[src/nds_exec_pkg.sv]
package nds_exec_pkg;

  typedef logic [31:0] word_t;
  typedef logic [31:0] instr_t;
  typedef logic [4:0]  reg_idx_t;
  typedef logic [4:0]  shamt_t;
  typedef logic [5:0]  opcode_t;
  typedef logic [4:0]  sub_opcode_t;

  // Major opcodes, instruction bits 30 to 25.
  localparam opcode_t OP_ALU1 = 6'b100000;
  localparam opcode_t OP_ADDI = 6'b101000;
  localparam opcode_t OP_ORI  = 6'b101100;
  localparam opcode_t OP_XORI = 6'b101011;
  localparam opcode_t OP_MOVI = 6'b100010;

  // ALU_1 sub-opcodes, instruction bits 4 to 0.
  localparam sub_opcode_t SUB_ADD   = 5'b00000;
  localparam sub_opcode_t SUB_SUB   = 5'b00001;
  localparam sub_opcode_t SUB_AND   = 5'b00010;
  localparam sub_opcode_t SUB_XOR   = 5'b00011;
  localparam sub_opcode_t SUB_OR    = 5'b00100;
  localparam sub_opcode_t SUB_SLLI  = 5'b01000;
  localparam sub_opcode_t SUB_SRLI  = 5'b01001;
  localparam sub_opcode_t SUB_ROTRI = 5'b01011;

  typedef enum logic [3:0] {
    ALU_ADD,
    ALU_SUB,
    ALU_AND,
    ALU_OR,
    ALU_XOR,
    ALU_SRL,
    ALU_SLL,
    ALU_ROTR,
    ALU_PASS
  } alu_op_e;

endpackage

[src/instr_decoder.sv]
`timescale 1ns/1ps

module instr_decoder (
  input  nds_exec_pkg::instr_t   instr,
  output nds_exec_pkg::reg_idx_t ra_idx,
  output nds_exec_pkg::reg_idx_t rb_idx,
  output nds_exec_pkg::reg_idx_t rt_idx,
  output nds_exec_pkg::alu_op_e  alu_op,
  output logic                   use_imm,
  output nds_exec_pkg::word_t    imm,
  output nds_exec_pkg::shamt_t   shamt,
  output logic                   legal
);
  import nds_exec_pkg::*;

  opcode_t     opcode;
  sub_opcode_t sub_op;
  word_t       imm15_sext;
  word_t       imm15_zext;
  word_t       imm20_sext;

  // Bit 31 is not part of any field.
  assign opcode = instr[30:25];
  assign sub_op = instr[4:0];
  assign rt_idx = instr[24:20];
  assign ra_idx = instr[19:15];
  assign rb_idx = instr[14:10];

  // The rb field doubles as the immediate shift amount.
  assign shamt = instr[14:10];

  assign imm15_sext = {{17{instr[14]}}, instr[14:0]};
  assign imm15_zext = {17'b0, instr[14:0]};
  assign imm20_sext = {{12{instr[19]}}, instr[19:0]};

  always_comb begin
    alu_op  = ALU_PASS;
    use_imm = 1'b0;
    imm     = '0;
    legal   = 1'b1;
    case (opcode)
      OP_ALU1: begin
        case (sub_op)
          SUB_ADD:   alu_op = ALU_ADD;
          SUB_SUB:   alu_op = ALU_SUB;
          SUB_AND:   alu_op = ALU_AND;
          SUB_OR:    alu_op = ALU_OR;
          SUB_XOR:   alu_op = ALU_XOR;
          SUB_SRLI:  alu_op = ALU_SRL;
          SUB_SLLI:  alu_op = ALU_SLL;
          SUB_ROTRI: alu_op = ALU_ROTR;
          default:   legal = 1'b0;
        endcase
      end
      OP_ADDI: begin
        alu_op  = ALU_ADD;
        use_imm = 1'b1;
        imm     = imm15_sext;
      end
      OP_ORI: begin
        alu_op  = ALU_OR;
        use_imm = 1'b1;
        imm     = imm15_zext;
      end
      OP_XORI: begin
        alu_op  = ALU_XOR;
        use_imm = 1'b1;
        imm     = imm15_zext;
      end
      // MOVI passes the immediate straight through the ALU.
      OP_MOVI: begin
        alu_op  = ALU_PASS;
        use_imm = 1'b1;
        imm     = imm20_sext;
      end
      default: begin
        legal = 1'b0;
      end
    endcase
  end

endmodule

[src/register_file.sv]
`timescale 1ns/1ps

module register_file (
  input  logic                   clk,
  input  logic                   reset,
  input  nds_exec_pkg::reg_idx_t ra_idx,
  input  nds_exec_pkg::reg_idx_t rb_idx,
  output nds_exec_pkg::word_t    ra_data,
  output nds_exec_pkg::word_t    rb_data,
  input  logic                   wr_en,
  input  nds_exec_pkg::reg_idx_t wr_idx,
  input  nds_exec_pkg::word_t    wr_data
);
  import nds_exec_pkg::*;

  localparam int NUM_REGS = 32;

  word_t regs [NUM_REGS];

  // R0 is not hardwired to zero and is written like any other register.
  always_ff @(posedge clk) begin
    if (reset) begin
      for (int i = 0; i < NUM_REGS; i++) begin
        regs[i] <= '0;
      end
    end else if (wr_en) begin
      regs[wr_idx] <= wr_data;
    end
  end

  // Asynchronous reads.
  assign ra_data = regs[ra_idx];
  assign rb_data = regs[rb_idx];

endmodule

[src/alu32.sv]
`timescale 1ns/1ps

module alu32 (
  input  nds_exec_pkg::word_t   op_a,
  input  nds_exec_pkg::word_t   op_b,
  input  nds_exec_pkg::shamt_t  shamt,
  input  nds_exec_pkg::alu_op_e alu_op,
  output nds_exec_pkg::word_t   alu_result,
  output logic                  alu_overflow
);
  import nds_exec_pkg::*;

  word_t sum;
  word_t diff;
  word_t rot_word;
  logic  add_ovf;
  logic  sub_ovf;

  assign sum  = op_a + op_b;
  assign diff = op_a - op_b;

  // Rotate right by shifting a doubled copy of the operand.
  assign rot_word = word_t'({op_a, op_a} >> shamt);

  // Same input signs, different result sign.
  assign add_ovf = (op_a[31] == op_b[31]) && (sum[31] != op_a[31]);

  // Input signs differ and the result sign leaves op_a.
  assign sub_ovf = (op_a[31] != op_b[31]) && (diff[31] != op_a[31]);

  always_comb begin
    alu_result   = '0;
    alu_overflow = 1'b0;
    case (alu_op)
      ALU_ADD: begin
        alu_result   = sum;
        alu_overflow = add_ovf;
      end
      ALU_SUB: begin
        alu_result   = diff;
        alu_overflow = sub_ovf;
      end
      ALU_AND: begin
        alu_result = op_a & op_b;
      end
      ALU_OR: begin
        alu_result = op_a | op_b;
      end
      ALU_XOR: begin
        alu_result = op_a ^ op_b;
      end
      // Shift by zero leaves the operand as it is.
      ALU_SRL: begin
        alu_result = op_a >> shamt;
      end
      ALU_SLL: begin
        alu_result = op_a << shamt;
      end
      ALU_ROTR: begin
        alu_result = rot_word;
      end
      ALU_PASS: begin
        alu_result = op_b;
      end
      default: begin
        alu_result = '0;
      end
    endcase
  end

endmodule

[src/writeback_stage.sv]
`timescale 1ns/1ps

module writeback_stage (
  input  logic                   clk,
  input  logic                   reset,
  input  logic                   instr_valid,
  input  logic                   legal,
  input  nds_exec_pkg::reg_idx_t rt_idx,
  input  nds_exec_pkg::word_t    alu_result,
  input  logic                   alu_overflow,
  output logic                   wr_en,
  output nds_exec_pkg::reg_idx_t wr_idx,
  output nds_exec_pkg::word_t    wr_data,
  output logic                   result_valid,
  output logic                   illegal,
  output nds_exec_pkg::word_t    result_data,
  output logic                   result_overflow,
  output nds_exec_pkg::reg_idx_t result_reg
);
  import nds_exec_pkg::*;

  logic refuse;

  // Register write lands on the same edge that raises result_valid.
  assign wr_en   = instr_valid & legal;
  assign wr_idx  = rt_idx;
  assign wr_data = alu_result;

  assign refuse = instr_valid & ~legal;

  always_ff @(posedge clk) begin
    if (reset) begin
      result_valid <= 1'b0;
      illegal      <= 1'b0;
    end else begin
      result_valid <= wr_en;
      illegal      <= refuse;
    end
  end

  // Result fields hold the last completed instruction.
  always_ff @(posedge clk) begin
    if (reset) begin
      result_data     <= '0;
      result_overflow <= 1'b0;
      result_reg      <= '0;
    end else if (wr_en) begin
      result_data     <= alu_result;
      result_overflow <= alu_overflow;
      result_reg      <= rt_idx;
    end
  end

endmodule

[src/execute_core.sv]
`timescale 1ns/1ps

module execute_core (
  input  logic                   clk,
  input  logic                   reset,
  input  logic                   instr_valid,
  input  nds_exec_pkg::instr_t   instr,
  output logic                   result_valid,
  output logic                   illegal,
  output nds_exec_pkg::word_t    result_data,
  output logic                   result_overflow,
  output nds_exec_pkg::reg_idx_t result_reg
);
  import nds_exec_pkg::*;

  reg_idx_t ra_idx;
  reg_idx_t rb_idx;
  reg_idx_t rt_idx;
  alu_op_e  alu_op;
  logic     use_imm;
  word_t    imm;
  shamt_t   shamt;
  logic     dec_legal;
  word_t    ra_data;
  word_t    rb_data;
  word_t    op_b;
  word_t    alu_result;
  logic     alu_overflow;
  logic     rf_wr_en;
  reg_idx_t rf_wr_idx;
  word_t    rf_wr_data;

  instr_decoder i_decoder (
    .instr   (instr),
    .ra_idx  (ra_idx),
    .rb_idx  (rb_idx),
    .rt_idx  (rt_idx),
    .alu_op  (alu_op),
    .use_imm (use_imm),
    .imm     (imm),
    .shamt   (shamt),
    .legal   (dec_legal)
  );

  register_file i_regfile (
    .clk     (clk),
    .reset   (reset),
    .ra_idx  (ra_idx),
    .rb_idx  (rb_idx),
    .ra_data (ra_data),
    .rb_data (rb_data),
    .wr_en   (rf_wr_en),
    .wr_idx  (rf_wr_idx),
    .wr_data (rf_wr_data)
  );

  // Operand b comes from the immediate for the I-type forms.
  assign op_b = use_imm ? imm : rb_data;

  alu32 i_alu (
    .op_a         (ra_data),
    .op_b         (op_b),
    .shamt        (shamt),
    .alu_op       (alu_op),
    .alu_result   (alu_result),
    .alu_overflow (alu_overflow)
  );

  writeback_stage i_writeback (
    .clk             (clk),
    .reset           (reset),
    .instr_valid     (instr_valid),
    .legal           (dec_legal),
    .rt_idx          (rt_idx),
    .alu_result      (alu_result),
    .alu_overflow    (alu_overflow),
    .wr_en           (rf_wr_en),
    .wr_idx          (rf_wr_idx),
    .wr_data         (rf_wr_data),
    .result_valid    (result_valid),
    .illegal         (illegal),
    .result_data     (result_data),
    .result_overflow (result_overflow),
    .result_reg      (result_reg)
  );

endmodule

[config.mk]
export PLATFORM = sky130hd
export DESIGN_NAME = execute_core
export DESIGN_NICKNAME = d
export VERILOG_FILES = /design/src/nds_exec_pkg.sv /design/src/instr_decoder.sv /design/src/register_file.sv /design/src/alu32.sv /design/src/writeback_stage.sv /design/src/execute_core.sv
export SDC_FILE = /design/constraint.sdc
export NUM_CORES = 2
export LEC_CHECK = 0
export ABC_AREA = 0
export BUFFER_PORTS_ARGS = -buffer_cell sky130_fd_sc_hd__clkbuf_2
export CORE_MARGIN = 2
export CORE_UTILIZATION = 40
export DETAILED_ROUTE_END_ITERATION = 10
export GPL_TIMING_DRIVEN = 0
export SKIP_LAST_GASP = 1
export SYNTH_ARGS = -nofsm -noshare
export SYNTH_HDL_FRONTEND = slang
export SYNTH_HIERARCHICAL = 1
export SYNTH_SLANG_ARGS = --single-unit
[constraint.sdc]
create_clock -name clk -period 5.76 [get_ports clk]
set_clock_uncertainty 0.05 [all_clocks]
set_input_delay 0.288 -clock clk [delete_from_list [all_inputs] [get_ports clk]]
set_output_delay 0.288 -clock clk [all_outputs]
set_load 0.02 [all_outputs]
After elaboration in Yosys (flattened, before gate mapping)
Memories as Yosys holds them, arrays and structs flattened.
Cells that the tools add are included.
W data, S select, Z words.
- add/sub/neg operators: 2
- eq/ne operators: 24
- shifts and indexed selects: 3
- mux-type cells: 17
- bitwise operators: 6
- reduce and logical (&&, ||, !) cells: 8
- operators by type and width (cell ; count):
    $pmux W32 S9 ; 1
    $pmux W32 S3 ; 1
    $mux W32 ; 2
    $shr A64 B5 Y32 ; 1
    $add A32 B32 Y32 ; 1
    $and A32 B32 Y32 ; 1
    $or A32 B32 Y32 ; 1
    $pmux W4 S8 ; 1
    $reduce_or A32 Y1 ; 1
    $shl A32 B5 Y32 ; 1
    $shr A32 B5 Y32 ; 1
    $sub A32 B32 Y32 ; 1
    $xor A32 B32 Y32 ; 1
    $eq A6 B6 Y1 const B ; 5
    $eq A4 B3 Y1 const B ; 4
    $pmux W4 S4 ; 1
    $eq A5 B4 Y1 const B ; 3
    $eq A5 B2 Y1 const B ; 2
    $eq A4 B2 Y1 const B ; 2
    $mux W1 ; 8
    $reduce_or A8 Y1 ; 1
    $eq A5 B1 Y1 const B ; 1
    $eq A5 B3 Y1 const B ; 1
    $logic_not A5 Y1 ; 1
    12 further kinds ; 17
- register bits after elaboration: 40
- RAM bits: 1024
- word-level logic and storage cells: 66
- memories kept: 1
- memories (memory ; words ; width ; rd ports ; clocked after Yosys merged registers in ; write ports ; line ; RTL):
    i_regfile.regs ; 32 ; 32 ; 2 ; 0 ; 32 ; register_file.sv:18 ; word_t regs [NUM_REGS];

Longest topological paths before layout
- word-level depth: 10
- mapped depth: 25

Modules after synthesis
Netlist, hierarchy kept.
- modules (own cells, without submodules) (module ; instances ; cells each ; area an instance (µm²)):
    register_file ; 1 ; 4640 ; 56467.9
    alu32 ; 1 ; 1281 ; 8584.5
    writeback_stage ; 1 ; 216 ; 2411.1
    instr_decoder ; 1 ; 92 ; 641.9
    execute_core ; 1 ; 36 ; 544.3

Worst setup path before layout
No wires, ideal clock.
- path type: input port to flip-flop
- start: in instr[11]
- end: mem i_regfile/regs[10][29] (netlist name) (data pin)
- setup time: 255 ps
- arrival: 4490 ps
- slack: 965 ps
- stages on the path: 24
- cells stage by stage: buf_4 > buf_4 > buf_6 > buf_6 > buf_4 > mux2i_1 > nand2_1 > a31oi_1 > nand3_1 > mux2_4 > inv_1 > ha_1 > a211oi_2 > o21ai_1 > o2111a_1 > or3_1 > a21oi_2 > o31ai_1 > a311oi_2 > a2111oi_2 > a311o_1 > buf_4 > clkbuf_1 > and2_1
- RTL lines (element ; line ; RTL):
    start: declaration ; execute_core.sv:7 ; input nds_exec_pkg::instr_t instr,
    end: declaration ; register_file.sv:18 ;

==> results_dict.tcl <==
set metrics [dict create \
    power.leakage_uw 0.0315 \
    synthCells 6265 \
    synth_ff_type "edfxtp_1" \
    synth_top_area_share_pct 44.8 \
    die_w_um 418 \
    drt_first_pass_iters 6 \
    status "finished, violations left" \
    synth_cell_types 101 \
    startpoint_type "input pin" \
    ys_async_sr_fraction_pct 0 \
    num_rows 152 \
    start_util_pct 40.2 \
    cts_tree "yes" \
    syn-num-nets 6406 \
    cts_root_buf "clkbuf_16" \
    grt_max_degree 33 \
    vias_per_cell 6.14 \
    ys_seq_elements 1064 \
    h-tree-depth 3 \
    wl_per_cell_um 34.1 \
    p_per_area_mw_per_mm2 279 \
    min_path_type "input pin to register" \
    avgSynthCellArea_um2 11.0 \
    clock-sinks 1064 \
    drt_wl_total_um 301000 \
    final_util_pct 45.2 \
    period_share_pct 104 \
    cp_max_fo 10 \
    regToRegSetupSlack_ps 60 \
    power_uw 21600 \
    violations "negative setup slack" \
    finalMaxSlewViolations 0 \
    rsz0062_at_grt "true" \
    clkTransAtPathRegs_ps 70 \
    place_hpwl_um 230000 \
    critPathKind "input pin to register" \
    setup-violations-final 186 \
    first_global_vias 52600 \
    antenna_found_initial 14 \
    hold_ws_ps 286 \
    cts_buffers 118 \
    clock_latency_ps 770 \
    finish.net_count 6626 \
    drive_above_1_share_pct 17.1 \
    synth_edf_count 1024 \
    critPathCaptureType "register" \
    area_growth_pct 12.7 \
    period_needed_ps 5990 \
    ir_worst_vdd_uv 264 \
    vias 54100 \
    drc 0 \
    netlist_area_mm2 0.0686 \
    portBuffers 65 \
    arrival_ps 6420 \
    placed_area_mm2 0.0718 \
    worst-slew-pin-transition_ps 1390 \
    grt_use_total_pct 33.5 \
    fillCellCount 15900 \
    die_area_mm2 0.175 \
    max-clock-path-buffers 3 \
    timing.fmax_mhz 167 \
    hold_viol 0 \
    core_mm2 0.171 \
    ys_warn_count 6 \
    relSlewSlack_pct 7.26 \
    yosys.area.top_type "edfxtp_1" \
    ant_nets 0 \
    largest_reg_flops 1024 \
    ys_top_cells_by_area "edfxtp_1 (45%), mux2i_1 (16%), and2_1 (9.5%), a22oi_1 (2.4%), a21oi_1 (2.1%)" \
    grt_pass1_wl_um 410000 \
    fp.dieH_um 418 \
    grt_remaining_overflow 0 \
    place.gp.congestion 1.09 \
    setup_ws_ps -230 \
    synth_seq_area_share_pct 46.0 \
    io_pins 75 \
    stdcell_area_mm2 0.0773 \
    required_ps 6190 \
    max_cap_violations 0 \
    dr.first_iter.drc_count 6952 \
]
[worst max-delay path: stages]
cell,delay (ps)
clkbuf_2,220
buf_4,170
nor2b_1,190
buf_2,350
clkdlybuf4s15_2,550
a22oi_1,250
a31oi_1,660
nand3_4,390
inv_1,260
ha_1,260
clkbuf_1,250
a21o_1,280
nor3_1,230
o21ai_0,140
a31oi_1,240
o31ai_2,120
o22ai_1,200
xor2_1,330
o221ai_2,240
buf_4,290
clkbuf_4,260
and2_1,190
[final timing paths]
kind / endpoint / depth (start not counted) / startpoint
setup reg to reg: i_regfile/regs[22][29] / 21 / i_regfile/regs[2][5]
hold reg to reg: i_writeback/result_data[14] / 2 / i_writeback/result_data[14]
setup / recovery: i_regfile/regs[7][31] / 22 / instr[15]
hold / removal: i_writeback/result_data[25] / 3 / reset
[kinds of logic after synthesis]
logic type               after synthesis  synth area share [%]
flip-flops                          1064                  46.0
buffers and inverters                753                  6.03
AND/OR/NAND/NOR                     2018                  16.5
multiplexers                        1170                  17.9
adder cells (fa/ha/maj)              106                  1.95
XOR/XNOR                              30                 0.383
AO/OA/AOI/OAI                       1124                  11.3
[what timing repair did]
| item | CTS | global route |
|---|---|---|
| setup endpoints to repair | 1012 | 798 |
| pin swaps | 10 | 12 |
| hold buffers | 15 | 0 |
| endpoints found under the hold margin | 39 | 0 |
| gates resized for setup | 250 | 193 |
| setup buffers | 6 | 13 |
[Yosys cell counts, drive strengths merged, types with 99 or more instances]
cell type,instances
a21oi,337
a22o,129
a22oi,215
and2,1044
buf,328
clkbuf,314
edfxtp,1024
ha,104
inv,110
mux2i,1093
nand2,296
nand3,254
nor2,195
nor3,99
o21ai,126
[layer usage]
metal  vias up  share of wire, %  track usage [%]
li1      23300                 -                -
met1     27300                39             42.3
met2      2861                44             52.1
met3       651               9.7             7.64
met4         8               7.0             20.6
met5         -             0.016                0
[stage by stage]
| stage | setup slack, ps | std cells | TNS, ps |
|---|---|---|---|
| 3_5_place_dp | -2910 | 8566 | -1897010 |
| 2_1_floorplan | 965 | 6265 | 0 |
| 4_1_cts | 2.38 | 8806 | 0 |
| 3_3_place_gp | -3940 | 8563 | -3076580 |
| 5_1_grt | -134 | 8820 | -7470 |
| 6_report | -230 | 8823 | -16800 |
[final cells by class]
type / instances / area (um^2) / area share [%]
multi-input combinational: 4448 / 34000 / 44.0
sequential: 1064 / 31600 / 40.8
buffer: 641 / 4150 / 5.36
clock buffer: 147 / 3060 / 3.96
tap: 2233 / 2790 / 3.61
clock inverter: 74 / 679 / 0.879
timing repair buffer: 102 / 653 / 0.845
inverter: 110 / 417 / 0.539
antenna: 4 / 10.0 / 0.0129
[cells in the final DEF (no fill, tap or decap), types with 17 or more instances in the layout]
master     instances
a31oi_1           51
or2_2             38
ha_1             101
a21oi_1          288
inv_1            104
clkbuf_1         170
o211ai_1          29
xnor2_1           27
nand3_2           80
and2_1          1044
a21bo_2           18
mux2_2            17
a21bo_1           20
nand2_1          291
nand3_1          148
nand2b_1          21
clkinv_1          28
a21oi_2           46
a22oi_1          215
a31oi_2           22
dfxtp_1           40
clkbuf_16        118
nand3_4           26
clkinv_2          22
buf_2             77
nor2_1           179
nor3_1            93
buf_6             59
o21ai_0          105
mux4_2            30
a221oi_1          21
o22ai_1           19
edfxtp_1        1024
clkbuf_2         217
a22o_1           129
mux2i_1         1093
mux2_4            30
buf_1             24
buf_4            163
[where the power goes]
part / leakage, uW / internal (uW) / total [uW] / switching [uW]
clock: 0.00181 / 4180 / 7470 / 3290
combinational: 0.0187 / 1550 / 5250 / 3700
sequential: 0.0109 / 8720 / 8860 / 139
total: 0.0315 / 14500 / 21600 / 7130
(Power assumes the default switching activity.)
